===== config.mk =====
export PLATFORM = sky130hd
export DESIGN_NAME = rack_afferent_top
export DESIGN_NICKNAME = d
export VERILOG_FILES = /design/src/verilog/rack_pkg.sv /design/src/verilog/apb_param_regs.sv /design/src/verilog/sim_timebase.sv /design/src/verilog/afferent_conditioner.sv /design/src/verilog/spiking_neuron.sv /design/src/verilog/spike_window_counter.sv /design/src/verilog/rack_afferent_top.sv
export SDC_FILE = /design/constraint.sdc
export NUM_CORES = 2
export LEC_CHECK = 0
export BUFFER_PORTS_ARGS = -buffer_cell sky130_fd_sc_hd__buf_2
export CORE_MARGIN = 4
export CORE_UTILIZATION = 56
export CTS_BUF_LIST = sky130_fd_sc_hd__clkbuf_8
export DETAILED_ROUTE_END_ITERATION = 10
export PLACE_DENSITY = 0.72
export SETUP_SLACK_MARGIN = 0.1
export SLEW_MARGIN = 40
export SYNTH_ARGS = -nofsm -noshare
export SYNTH_HDL_FRONTEND = slang
export SYNTH_SLANG_ARGS = --single-unit
export TNS_END_PERCENT = 10

===== constraint.sdc =====
create_clock -name ep50trig -period 27.5 [get_ports ep50trig]
set_input_delay 4.125 -clock ep50trig [delete_from_list [all_inputs] [get_ports ep50trig]]
set_output_delay 4.125 -clock ep50trig [all_outputs]
set_load 0.005 [all_outputs]

===== src/verilog/rack_pkg.sv =====
`default_nettype none

// shared widths, register map and defaults for the rack afferent path
package rack_pkg;

    // datapath and bus widths
    localparam int DATA_W         = 32;      // register, rate, current and count words
    localparam int APB_ADDR_W     = 8;       // byte address into the register block
    localparam int GAIN_FRAC_BITS = 8;       // gain is q8.8
    localparam int CURRENT_SHIFT  = 6;       // conditioned rate -> neuron current
    localparam int DITHER_BITS    = 11;      // low current bits taken from the lfsr

    // integrate-and-fire threshold, 30 mV scaled by 1024
    localparam logic [DATA_W-1:0] NEURON_THRESHOLD = 32'd30720;

    // register reset values
    localparam logic [DATA_W-1:0] IA_OFFSET_RST = 32'd70;
    localparam logic [DATA_W-1:0] II_OFFSET_RST = 32'd50;
    localparam logic [DATA_W-1:0] IA_GAIN_RST   = 32'd307;  // 1.2 in q8.8
    localparam logic [DATA_W-1:0] II_GAIN_RST   = 32'd512;  // 2.0 in q8.8
    localparam logic [DATA_W-1:0] CLK_DIV_RST   = 32'd381;  // half real-time speed

    // dither lfsr, galois form of x^32 + x^22 + x^2 + x + 1
    localparam logic [DATA_W-1:0] LFSR_TAPS    = 32'h8020_0003;
    localparam logic [DATA_W-1:0] IA_LFSR_SEED = 32'h1d87_2b41;
    localparam logic [DATA_W-1:0] II_LFSR_SEED = 32'h6a3c_e5f9;

    // apb register map, byte addresses
    typedef enum logic [APB_ADDR_W-1:0] {
        REG_CTRL       = 8'h00,  // [0] soft sim reset, [1] dither enable
        REG_IA_OFFSET  = 8'h04,
        REG_IA_GAIN    = 8'h08,
        REG_II_OFFSET  = 8'h0C,
        REG_II_GAIN    = 8'h10,
        REG_CLK_DIV    = 8'h14,
        REG_TIME       = 8'h20,  // read only from here down
        REG_IA_COUNT   = 8'h24,
        REG_II_COUNT   = 8'h28,
        REG_IA_CURRENT = 8'h2C,
        REG_II_CURRENT = 8'h30
    } reg_addr_e;

endpackage

`default_nettype wire


===== src/verilog/apb_param_regs.sv =====
`timescale 1ns/1ps
`default_nettype none

module apb_param_regs
    import rack_pkg::*;
(
    input  wire logic                  ep50trig,
    input  wire logic                  reset_global,
    // apb slave
    input  wire logic                  i_psel,
    input  wire logic                  i_penable,
    input  wire logic                  i_pwrite,
    input  wire logic [APB_ADDR_W-1:0] i_paddr,
    input  wire logic [DATA_W-1:0]     i_pwdata,
    output logic      [DATA_W-1:0]     o_prdata,
    output logic                       o_pready,
    output logic                       o_pslverr,
    // rack sim reset line that is async to the host
    input  wire logic                  i_ext_reset,
    // readback sources
    input  wire logic [DATA_W-1:0]     i_time,
    input  wire logic [DATA_W-1:0]     i_ia_count,
    input  wire logic [DATA_W-1:0]     i_ii_count,
    input  wire logic [DATA_W-1:0]     i_ia_current,
    input  wire logic [DATA_W-1:0]     i_ii_current,
    // parameters out to the datapath
    output logic                       o_sim_reset,
    output logic                       o_dither_en,
    output logic      [DATA_W-1:0]     o_ia_offset,
    output logic      [DATA_W-1:0]     o_ia_gain,
    output logic      [DATA_W-1:0]     o_ii_offset,
    output logic      [DATA_W-1:0]     o_ii_gain,
    output logic      [DATA_W-1:0]     o_clk_div
);

    reg_addr_e   addr;
    logic        access;        // apb access phase
    logic        addr_hit;      // address is in the map
    logic        addr_ro;       // address is a read-only register
    logic        misaligned;
    logic        wr_en;
    logic [1:0]  ctrl_q;        // soft reset and dither enable
    logic        ext_reset_q;   // registered copy of i_ext_reset

    assign addr       = reg_addr_e'({i_paddr[APB_ADDR_W-1:2], 2'b00});   // word address decode
    assign access     = i_psel & i_penable;
    assign misaligned = |i_paddr[1:0];
    assign o_pready   = 1'b1;   // zero wait states
    assign o_pslverr  = access & (~addr_hit | misaligned | (i_pwrite & addr_ro));
    assign wr_en      = access & i_pwrite & ~o_pslverr;

    // decode and readback mux
    always_comb
    begin
        addr_hit = 1'b1;
        addr_ro  = 1'b0;
        o_prdata = '0;
        case (addr)
            REG_CTRL:       o_prdata = {{(DATA_W-2){1'b0}}, ctrl_q};
            REG_IA_OFFSET:  o_prdata = o_ia_offset;
            REG_IA_GAIN:    o_prdata = o_ia_gain;
            REG_II_OFFSET:  o_prdata = o_ii_offset;
            REG_II_GAIN:    o_prdata = o_ii_gain;
            REG_CLK_DIV:    o_prdata = o_clk_div;
            REG_TIME:       begin o_prdata = i_time;       addr_ro = 1'b1; end
            REG_IA_COUNT:   begin o_prdata = i_ia_count;   addr_ro = 1'b1; end
            REG_II_COUNT:   begin o_prdata = i_ii_count;   addr_ro = 1'b1; end
            REG_IA_CURRENT: begin o_prdata = i_ia_current; addr_ro = 1'b1; end
            REG_II_CURRENT: begin o_prdata = i_ii_current; addr_ro = 1'b1; end
            default:        addr_hit = 1'b0;   // hole in the map
        endcase
    end

    // writable registers load at the edge that closes the access phase
    always_ff @(posedge ep50trig or posedge reset_global)
    begin
        if (reset_global)
        begin
            ctrl_q      <= 2'b00;
            o_ia_offset <= IA_OFFSET_RST;
            o_ia_gain   <= IA_GAIN_RST;
            o_ii_offset <= II_OFFSET_RST;
            o_ii_gain   <= II_GAIN_RST;
            o_clk_div   <= CLK_DIV_RST;
        end
        else if (wr_en)
        begin
            case (addr)
                REG_CTRL:      ctrl_q      <= i_pwdata[1:0];
                REG_IA_OFFSET: o_ia_offset <= i_pwdata;
                REG_IA_GAIN:   o_ia_gain   <= i_pwdata;
                REG_II_OFFSET: o_ii_offset <= i_pwdata;
                REG_II_GAIN:   o_ii_gain   <= i_pwdata;
                REG_CLK_DIV:   o_clk_div   <= i_pwdata;
                default:       ;               // read-only addresses never write
            endcase
        end
    end

    // one-cycle registered copy of the rack reset line
    always_ff @(posedge ep50trig or posedge reset_global)
    begin
        if (reset_global)
            ext_reset_q <= 1'b0;
        else
            ext_reset_q <= i_ext_reset;
    end

    assign o_sim_reset = ctrl_q[0] | ext_reset_q;   // held while ctrl bit 0 is set
    assign o_dither_en = ctrl_q[1];

endmodule

`default_nettype wire


===== src/verilog/sim_timebase.sv =====
`timescale 1ns/1ps
`default_nettype none

module sim_timebase
    import rack_pkg::*;
(
    input  wire logic              ep50trig,
    input  wire logic              reset_global,
    input  wire logic [DATA_W-1:0] i_clk_div,   // tick period is i_clk_div + 1
    output logic                   o_tick,      // one simulation step
    output logic      [DATA_W-1:0] o_time       // tick count, the time tag
);

    logic [DATA_W-1:0] div_cnt;

    // >= so that lowering clk_div below the running count still ticks
    assign o_tick = (div_cnt >= i_clk_div);

    // divide counter wraps on the tick
    always_ff @(posedge ep50trig or posedge reset_global)
    begin
        if (reset_global)
            div_cnt <= '0;
        else if (o_tick)
            div_cnt <= '0;
        else
            div_cnt <= div_cnt + 1'b1;
    end

    // time tag, only the global reset clears it
    always_ff @(posedge ep50trig or posedge reset_global)
    begin
        if (reset_global)
            o_time <= '0;
        else if (o_tick)
            o_time <= o_time + 1'b1;
    end

endmodule

`default_nettype wire


===== src/verilog/afferent_conditioner.sv =====
`timescale 1ns/1ps
`default_nettype none

module afferent_conditioner
    import rack_pkg::*;
#(
    parameter logic [DATA_W-1:0] LFSR_SEED = IA_LFSR_SEED  // nonzero
)
(
    input  wire logic              ep50trig,
    input  wire logic              reset_global,
    input  wire logic              i_sim_reset,
    input  wire logic              i_dither_en,
    input  wire logic [DATA_W-1:0] i_rate,      // afferent rate, pps
    input  wire logic [DATA_W-1:0] i_offset,    // pps removed from the rate
    input  wire logic [DATA_W-1:0] i_gain,      // q8.8
    output logic      [DATA_W-1:0] o_current    // neuron input current
);

    logic [DATA_W-1:0]   rate_s1;    // offset removed, clamped
    logic [DATA_W-1:0]   gain_s2;    // after the q8.8 gain
    logic [2*DATA_W-1:0] product;
    logic [DATA_W-1:0]   shifted;
    logic [DATA_W-1:0]   lfsr;

    assign product = rate_s1 * i_gain;
    assign shifted = gain_s2 << CURRENT_SHIFT;

    // three stage pipe, sim reset flushes it
    always_ff @(posedge ep50trig or posedge reset_global)
    begin
        if (reset_global)
        begin
            rate_s1   <= '0;
            gain_s2   <= '0;
            o_current <= '0;
        end
        else if (i_sim_reset)
        begin
            rate_s1   <= '0;
            gain_s2   <= '0;
            o_current <= '0;
        end
        else
        begin
            rate_s1 <= (i_rate > i_offset) ? i_rate - i_offset : '0;       // no negative rates
            gain_s2 <= product[GAIN_FRAC_BITS +: DATA_W];                 // drop the fraction
            if (i_dither_en)
                o_current <= {shifted[DATA_W-1:DITHER_BITS], lfsr[DITHER_BITS-1:0]};
            else
                o_current <= shifted;
        end
    end

    // galois lfsr, free running, reseeded on sim reset
    always_ff @(posedge ep50trig or posedge reset_global)
    begin
        if (reset_global)
            lfsr <= LFSR_SEED;
        else if (i_sim_reset)
            lfsr <= LFSR_SEED;
        else
            lfsr <= {1'b0, lfsr[DATA_W-1:1]} ^ (lfsr[0] ? LFSR_TAPS : '0);
    end

endmodule

`default_nettype wire


===== src/verilog/spiking_neuron.sv =====
`timescale 1ns/1ps
`default_nettype none

module spiking_neuron
    import rack_pkg::*;
(
    input  wire logic              ep50trig,
    input  wire logic              reset_global,
    input  wire logic              i_sim_reset,
    input  wire logic [DATA_W-1:0] i_current,   // added to the potential every cycle
    output logic                   o_spike      // one cycle per firing
);

    logic [DATA_W-1:0] v;       // membrane potential
    logic [DATA_W:0]   v_next;  // one extra bit so a large current cannot wrap
    logic              fire;

    assign v_next = {1'b0, v} + {1'b0, i_current};
    assign fire   = (v_next >= {1'b0, NEURON_THRESHOLD});

    // integrate and fire, potential back to rest after a spike
    always_ff @(posedge ep50trig or posedge reset_global)
    begin
        if (reset_global)
        begin
            v       <= '0;
            o_spike <= 1'b0;
        end
        else if (i_sim_reset)
        begin
            v       <= '0;
            o_spike <= 1'b0;
        end
        else if (fire)
        begin
            v       <= '0;
            o_spike <= 1'b1;    // seen the cycle after the crossing
        end
        else
        begin
            v       <= v_next[DATA_W-1:0];  // below threshold, top bit is 0
            o_spike <= 1'b0;
        end
    end

endmodule

`default_nettype wire


===== src/verilog/spike_window_counter.sv =====
`timescale 1ns/1ps
`default_nettype none

module spike_window_counter
    import rack_pkg::*;
(
    input  wire logic              ep50trig,
    input  wire logic              reset_global,
    input  wire logic              i_sim_reset,
    input  wire logic              i_tick,      // closes the window
    input  wire logic              i_spike,
    output logic      [DATA_W-1:0] o_count      // spikes in the last full window
);

    logic [DATA_W-1:0] running;

    always_ff @(posedge ep50trig or posedge reset_global)
    begin
        if (reset_global)
        begin
            running <= '0;
            o_count <= '0;
        end
        else if (i_sim_reset)
        begin
            running <= '0;
            o_count <= '0;
        end
        else if (i_tick)
        begin
            o_count <= running + DATA_W'(i_spike);  // a spike on the tick still counts
            running <= '0;
        end
        else
            running <= running + DATA_W'(i_spike);
    end

endmodule

`default_nettype wire


===== src/verilog/rack_afferent_top.sv =====
`timescale 1ns/1ps
`default_nettype none

module rack_afferent_top
    import rack_pkg::*;
(
    input  wire logic                  ep50trig,
    input  wire logic                  reset_global,
    // apb from the host
    input  wire logic                  i_psel,
    input  wire logic                  i_penable,
    input  wire logic                  i_pwrite,
    input  wire logic [APB_ADDR_W-1:0] i_paddr,
    input  wire logic [DATA_W-1:0]     i_pwdata,
    output logic      [DATA_W-1:0]     o_prdata,
    output logic                       o_pready,
    output logic                       o_pslverr,
    // afferent rates, pps
    input  wire logic [DATA_W-1:0]     i_ia_rate,
    input  wire logic [DATA_W-1:0]     i_ii_rate,
    input  wire logic                  i_ext_reset,  // rack reset line
    output logic                       o_ia_spike,
    output logic                       o_ii_spike,
    output logic                       o_tick
);

    logic              sim_reset;
    logic              dither_en;
    logic [DATA_W-1:0] ia_offset, ia_gain, ii_offset, ii_gain;
    logic [DATA_W-1:0] clk_div;
    logic [DATA_W-1:0] sim_time;
    logic [DATA_W-1:0] ia_current, ii_current;
    logic [DATA_W-1:0] ia_count, ii_count;

    apb_param_regs u_regs (
        .ep50trig     (ep50trig),
        .reset_global (reset_global),
        .i_psel       (i_psel),
        .i_penable    (i_penable),
        .i_pwrite     (i_pwrite),
        .i_paddr      (i_paddr),
        .i_pwdata     (i_pwdata),
        .o_prdata     (o_prdata),
        .o_pready     (o_pready),
        .o_pslverr    (o_pslverr),
        .i_ext_reset  (i_ext_reset),
        .i_time       (sim_time),
        .i_ia_count   (ia_count),
        .i_ii_count   (ii_count),
        .i_ia_current (ia_current),
        .i_ii_current (ii_current),
        .o_sim_reset  (sim_reset),
        .o_dither_en  (dither_en),
        .o_ia_offset  (ia_offset),
        .o_ia_gain    (ia_gain),
        .o_ii_offset  (ii_offset),
        .o_ii_gain    (ii_gain),
        .o_clk_div    (clk_div)
    );

    sim_timebase u_timebase (
        .ep50trig     (ep50trig),
        .reset_global (reset_global),
        .i_clk_div    (clk_div),
        .o_tick       (o_tick),
        .o_time       (sim_time)
    );

    // ia channel
    afferent_conditioner #(.LFSR_SEED(IA_LFSR_SEED)) u_cond_ia (
        .ep50trig     (ep50trig),
        .reset_global (reset_global),
        .i_sim_reset  (sim_reset),
        .i_dither_en  (dither_en),
        .i_rate       (i_ia_rate),
        .i_offset     (ia_offset),
        .i_gain       (ia_gain),
        .o_current    (ia_current)
    );

    spiking_neuron u_neuron_ia (
        .ep50trig     (ep50trig),
        .reset_global (reset_global),
        .i_sim_reset  (sim_reset),
        .i_current    (ia_current),
        .o_spike      (o_ia_spike)
    );

    spike_window_counter u_count_ia (
        .ep50trig     (ep50trig),
        .reset_global (reset_global),
        .i_sim_reset  (sim_reset),
        .i_tick       (o_tick),
        .i_spike      (o_ia_spike),
        .o_count      (ia_count)
    );

    // ii channel
    afferent_conditioner #(.LFSR_SEED(II_LFSR_SEED)) u_cond_ii (
        .ep50trig     (ep50trig),
        .reset_global (reset_global),
        .i_sim_reset  (sim_reset),
        .i_dither_en  (dither_en),
        .i_rate       (i_ii_rate),
        .i_offset     (ii_offset),
        .i_gain       (ii_gain),
        .o_current    (ii_current)
    );

    spiking_neuron u_neuron_ii (
        .ep50trig     (ep50trig),
        .reset_global (reset_global),
        .i_sim_reset  (sim_reset),
        .i_current    (ii_current),
        .o_spike      (o_ii_spike)
    );

    spike_window_counter u_count_ii (
        .ep50trig     (ep50trig),
        .reset_global (reset_global),
        .i_sim_reset  (sim_reset),
        .i_tick       (o_tick),
        .i_spike      (o_ii_spike),
        .o_count      (ii_count)
    );

endmodule

`default_nettype wire


Word level (Yosys, flattened, before mapping)
Index checks and enable logic that the tools add are counted.
{"block": "word_totals", "elab_cells": 107, "regBits": 665, "inputBits": 110}
{"block": "classes", "muxes": 34, "eq_ne": 10, "n_bitwise": 12, "n_addsub": 8, "magnitude_cmp": 5, "n_mul": 2, "n_reduce_logical": 11}
{"op": "2-to-1 mux 32 bit", "count": 23}
{"op": "one-hot mux 32 bit (11 select lines)", "count": 1}
{"op": "multiplier 32 x 32 -> 34 bit", "count": 2}
{"op": "adder 32 x 32 -> 33 bit", "count": 2}
{"op": ">= comparator 33 x 15 -> 1 bit, second input constant", "count": 2}
{"op": "adder 32 x 1 -> 32 bit", "count": 2}
{"op": "adder 32 x 1 -> 32 bit, second input constant", "count": 2}
{"op": "> comparator 32 bit", "count": 2}
{"op": "subtractor 32 bit", "count": 2}
{"op": "XOR 31 x 32 -> 32 bit", "count": 2}
{"op": "2-to-1 mux 26 bit", "count": 2}
{"op": ">= comparator 32 bit", "count": 1}
{"op": "equality test 6 x 4 -> 1 bit, second input constant", "count": 5}
{"op": "2-to-1 mux 11 bit", "count": 2}
{"op": "equality test 6 x 2 -> 1 bit, second input constant", "count": 2}
{"op": "equality test 6 x 3 -> 1 bit, second input constant", "count": 2}
{"op": "AND reduction 2 bit", "count": 6}
{"op": "OR reduction 11 bit", "count": 1}
{"op": "logical NOT 8 bit", "count": 1}
{"op": "equality test 6 x 1 -> 1 bit, second input constant", "count": 1}
{"op": "2-to-1 mux 1 bit", "count": 6}
{"op": "bitwise AND 1 bit", "count": 5}
{"op": "OR reduction 5 bit", "count": 1}
{"op": "OR 1 bit", "count": 3}
{"op": "3 further kinds", "count": 4}

Logic depth before layout (Yosys ltp)
{"block": "depth", "ltp_word": 10, "ltp_mapped": 29, "mapped_depth_nobuf": 27}

Modules after synthesis
From an unflattened synthesis, not the netlist that was laid out.
{"block": "unflattened", "cells_unflattened": 7235, "hier_area_um2": 70221.1}
{"mod": "afferent_conditioner (u_cond_ia)", "area_per_inst_um2": 22970.8, "cells_each": 2460, "instances": 1}
{"mod": "afferent_conditioner (u_cond_ii)", "area_per_inst_um2": 22806.9, "cells_each": 2412, "instances": 1}
{"mod": "apb_param_regs", "area_per_inst_um2": 8613.3, "cells_each": 675, "instances": 1}
{"mod": "spiking_neuron", "area_per_inst_um2": 3050.4, "cells_each": 357, "instances": 2}
{"mod": "spike_window_counter", "area_per_inst_um2": 2919.0, "cells_each": 285, "instances": 2}
{"mod": "sim_timebase", "area_per_inst_um2": 3891.2, "cells_each": 404, "instances": 1}

Worst setup path before layout
No wires, ideal clock.
{"block": "synth_path", "path_kind": "input -> output", "startpoint": "in i_paddr[7]", "endpoint": "out o_prdata[15]", "n_path_buf": 2, "setup_slack_ns": 17.949, "cell_stages": 8, "arrival_time_ns": 5.426, "path_cell_list": "nor3_1 -> nand2b_1 -> clkbuf_1 -> nor2_1 -> clkbuf_1 -> a22o_1 -> a221oi_1 -> nand3_1"}
{"block": "synth_via", "elab_chain_cells": 2}
{"item": "from (decl)", "line_no": "rack_afferent_top.sv:13", "source": "input wire logic [APB_ADDR_W-1:0] i_paddr,"}
{"item": "equality test 6 x 4 -> 1 bit, or another cell as far along", "line_no": "apb_param_regs.sv:58", "source": "case (addr)"}
{"item": "one-hot mux 32 bit (11 select lines) (*)", "line_no": "apb_param_regs.sv:58"}
{"item": "to (decl)", "line_no": "rack_afferent_top.sv:15", "source": "output logic [DATA_W-1:0] o_prdata,"}
Mark *: on every way between the ends. The rest lies on a longest branch, timed or not.

Final worst setup path
{"block": "layout_path", "startpoint": "in i_paddr[5]", "endpoint": "out o_prdata[10]"}
Same word-level chain as after synthesis.

==> impl_metrics.py <==
metrics = {
    "worst_hold_path": {
        "holdPathStages": 1,
        "whs_endpoint": "u_cond_ii.lfsr[25]",
        "hold_start": "u_cond_ii.lfsr[26]",
        "hold_class": "reg -> reg",
    },
    "placement": {
        "port_buffers": 145,
        "place_hpwl_um": 158000,
        "gp_congestion": 0.997,
        "dp_cells": 8491,
    },
    "drt": {
        "first_pass_iters": 9,
        "viasPerCell": 5.85,
        "drc": 0,
        "drtIter0Drc": 5072,
        "via_count": 51000,
        "wl_per_cell_um": 23.7,
        "ant_nets": 0,
        "finalWirelength_um": 207000,
    },
    "critical_path": {
        "startpoint_type": "primary input",
        "critPathCaptureType": "output pin",
        "r2r-end": "u_cond_ia.gain_s2[25]",
        "path_class": "in -> out",
        "r2r_setup_slack_ns": 19.14,
        "crit_fanout": 20,
        "timing.rr.start": "u_regs.o_ia_gain[8]",
        "worstPathRequired_ns": 23.37,
        "arrival_ns": 7.06,
        "ff2ff_path_depth": 24,
    },
    "cts": {
        "clock_path_buffers": 3,
        "cts_sinks": 665,
        "cts_tree": "yes",
        "clkTransAtPathRegs_ns": 0.06,
        "cts_resized": 0,
        "postCtsSetupBuffers": 0,
        "root_buffer": "clkbuf_8",
        "htreeDepth": 3,
        "clock_latency_ns": 0.77,
        "postCtsHoldBufs": 0,
        "numCtsBuffers": 112,
    },
    "sta": {
        "worst_slew_pin_slew_ns": 0.871,
        "layout_min_cycle_time_ns": 11.19,
        "setup_violations": 0,
        "fmax_mhz": 89.4,
        "tns_ns": 0,
        "finalClockSkew_ns": 0.0551,
        "slew_viol_final": 0,
        "slew_headroom_pct": 41.9,
        "grt_setup_unrepaired": "false",
        "fin_crit_sh_pct": 40.7,
        "hold_violations": 0,
        "hold_slack_ns": 0.431,
    },
    "power_and_ir_drop": {
        "power.total_w": 0.00211,
        "p_per_area_mw_per_mm2": 29.1,
        "max-vdd-ir-drop_uv": 46.1,
        "leakage_nw": 36.2,
    },
    "floorplanning": {
        "io_pins": 147,
        "dieWidth_um": 355,
        "core-area_mm2": 0.119,
        "num_rows": 126,
        "die_h_um": 355,
        "initial_core_util_pct": 56.7,
        "die-area_mm2": 0.126,
    },
    "yosys": {
        "synth_cell_types": 82,
        "yosysTopAreaCellShare_pct": 27.8,
        "synth_seq_area_share_pct": 24.8,
        "syn_inst": 6964,
        "async_reset_ff_share_pct": 100,
        "synth_area_mm2": 0.0673,
        "synth_edf_count": 0,
        "syn_area_per_cell_um2": 9.67,
        "yosys.area.top_type": "fa_1",
        "ys_ff_latch": 665,
        "ys.flop_type": "dfrtp_1",
        "synth_warnings": 0,
        "yosys-top-cells-area": "fa_1 28%, dfrtp_1 23%, ha_1 7.7%",
    },
    "global_routing": {
        "grtUsageTotal_pct": 33.3,
        "grt_pass1_wl_um": 319000,
        "grt_overflow": 0,
        "grt_max_degree": 149,
        "antenna_found_initial": 25,
        "grt_pass1_vias": 53000,
    },
    "cells_and_area": {
        "nNetsFinal": 8464,
        "n_fill_cell": 10100,
        "seq_area_mm2": 0.0167,
        "finalNonFillerCells": 8710,
        "most-common-layout-cells": "1066 x inv_1, 936 x fa_1, 759 x and2_1, 692 x nand2_1, 607 x dfrtp_1",
        "layout_commonest_cell": "inv_1",
        "multiInputGateArea_mm2": 0.0456,
        "synthToLayoutAreaGrowth_pct": 7.42,
        "drive_gt1_share_pct": 8.76,
    },
    "job": {
        "maxCapViolCount": 0,
    },
    "run_status": {
        "status": "complete, no violations",
    },
}
-- stage by stage --
| stage | cell area, µm² | utilization (%) | setup WS, ns |
|---|---|---|---|
| floorplan | 67400 | - | 4.82 |
| finish | 72300 | 60.9 | 16.31 |
| CTS | 72200 | 60.8 | 16.48 |
| global route | 72300 | 60.9 | 16.32 |
| detailed placement | 69800 | 58.8 | 16.51 |
| global placement | 69700 | 58.7 | 16.13 |
-- synthesized netlist by cell type, types with 34 or more instances --
| cell type | instances |
|---|---|
| mux2_2 | 101 |
| a221oi_1 | 36 |
| ha_1 | 412 |
| and2_1 | 759 |
| nand4_1 | 50 |
| nand2_1 | 693 |
| nor3_1 | 58 |
| xor2_1 | 150 |
| a222oi_1 | 61 |
| inv_1 | 1025 |
| o21ai_0 | 152 |
| or3_1 | 34 |
| nor2_1 | 401 |
| dfrtp_1 | 613 |
| fa_1 | 936 |
| and3_1 | 60 |
| a21o_1 | 81 |
| a211oi_1 | 84 |
| a21oi_1 | 154 |
| nand3_1 | 112 |
| dfstp_2 | 52 |
| clkbuf_1 | 347 |
| xnor2_1 | 228 |
-- logic make-up (layout without fill, tap and decap cells) --
logic type	after synthesis	count (layout)	share of synthesized area, %
AND/OR/NAND/NOR	2307	2307	17.2
buffers and inverters	1387	1487	7.76
adder cells (fa/ha/maj)	1348	1348	35.5
AO/OA/AOI/OAI	759	759	7.83
flip-flops	665	665	24.8
XOR/XNOR	378	378	4.92
multiplexers	118	118	1.94
other	2	48	0.0112
-- worst max-delay path by stage --
stage | from | to | slack (ns) | cells after the start
6_report | i_paddr[5] | o_prdata[10] | 16.31 | 9
4_1_cts | i_paddr[7] | o_prdata[10] | 16.48 | 8
5_1_grt | i_paddr[5] | o_prdata[11] | 16.32 | 9
3_5_place_dp | i_paddr[5] | o_prdata[11] | 16.51 | 9
3_3_place_gp | i_paddr[5] | o_prdata[10] | 16.13 | 9
2_1_floorplan | reset_global | u_cond_ia.gain_s2[0] | 4.82 | 1
-- per-layer routing --
layer | routed length (µm) | up-vias | track usage, %
li1 | - | 22100 | -
met1 | 84400 | 25900 | 46.0
met2 | 91300 | 2394 | 50.7
met3 | 19400 | 577 | 6.74
met4 | 11700 | 6 | 15.9
met5 | 37 | - | 0
-- worst max-delay path, cell delays in order --
cell and delay [ns]:
buf_2 0.19, nor3_2 0.60, nand2b_1 0.43, nor2_2 0.64, buf_4 0.42, a22o_1 0.22
a221oi_1 0.05, nand3_1 0.21, buf_2 0.16
-- report_power, final --
part           total [W]  switching, W  internal [W]
Sequential       0.00101     0.0000126      0.000996
Combinational   0.000159      0.000115     0.0000443
Clock           0.000939      0.000430      0.000509
Total            0.00211      0.000558       0.00155
-- final cells by class --
type,count,share of cell area (%)
antenna,13,0.0450
clock buffer,132,2.51
clock inverter,73,0.824
inverter,1025,5.34
multi-input combinational,4945,63.1
sequential,665,23.1
tap,1600,2.77
timing repair buffer,257,2.31
-- registers in the layout, summed over array words and instances, names as in the netlist, 2 cells and up --
signal,flops
u_neuron_ii.v,32
u_cond_ia.gain_s2,26
u_cond_ia.lfsr,32
u_regs.ctrl_q,2
u_cond_ia.rate_s1,32
u_regs.o_ia_offset,32
u_count_ia.o_count,32
u_count_ia.running,32
u_cond_ii.o_current,32
u_regs.o_ii_gain,32
u_count_ii.running,32
u_cond_ii.rate_s1,32
u_regs.o_ii_offset,32
u_regs.o_clk_div,32
u_neuron_ia.v,32
u_count_ii.o_count,32
u_cond_ia.o_current,32
u_cond_ii.lfsr,32
u_timebase.o_time,32
u_regs.o_ia_gain,32
u_cond_ii.gain_s2,26
u_timebase.div_cnt,32
No activity file was read; power rests on OpenSTA's default activity.
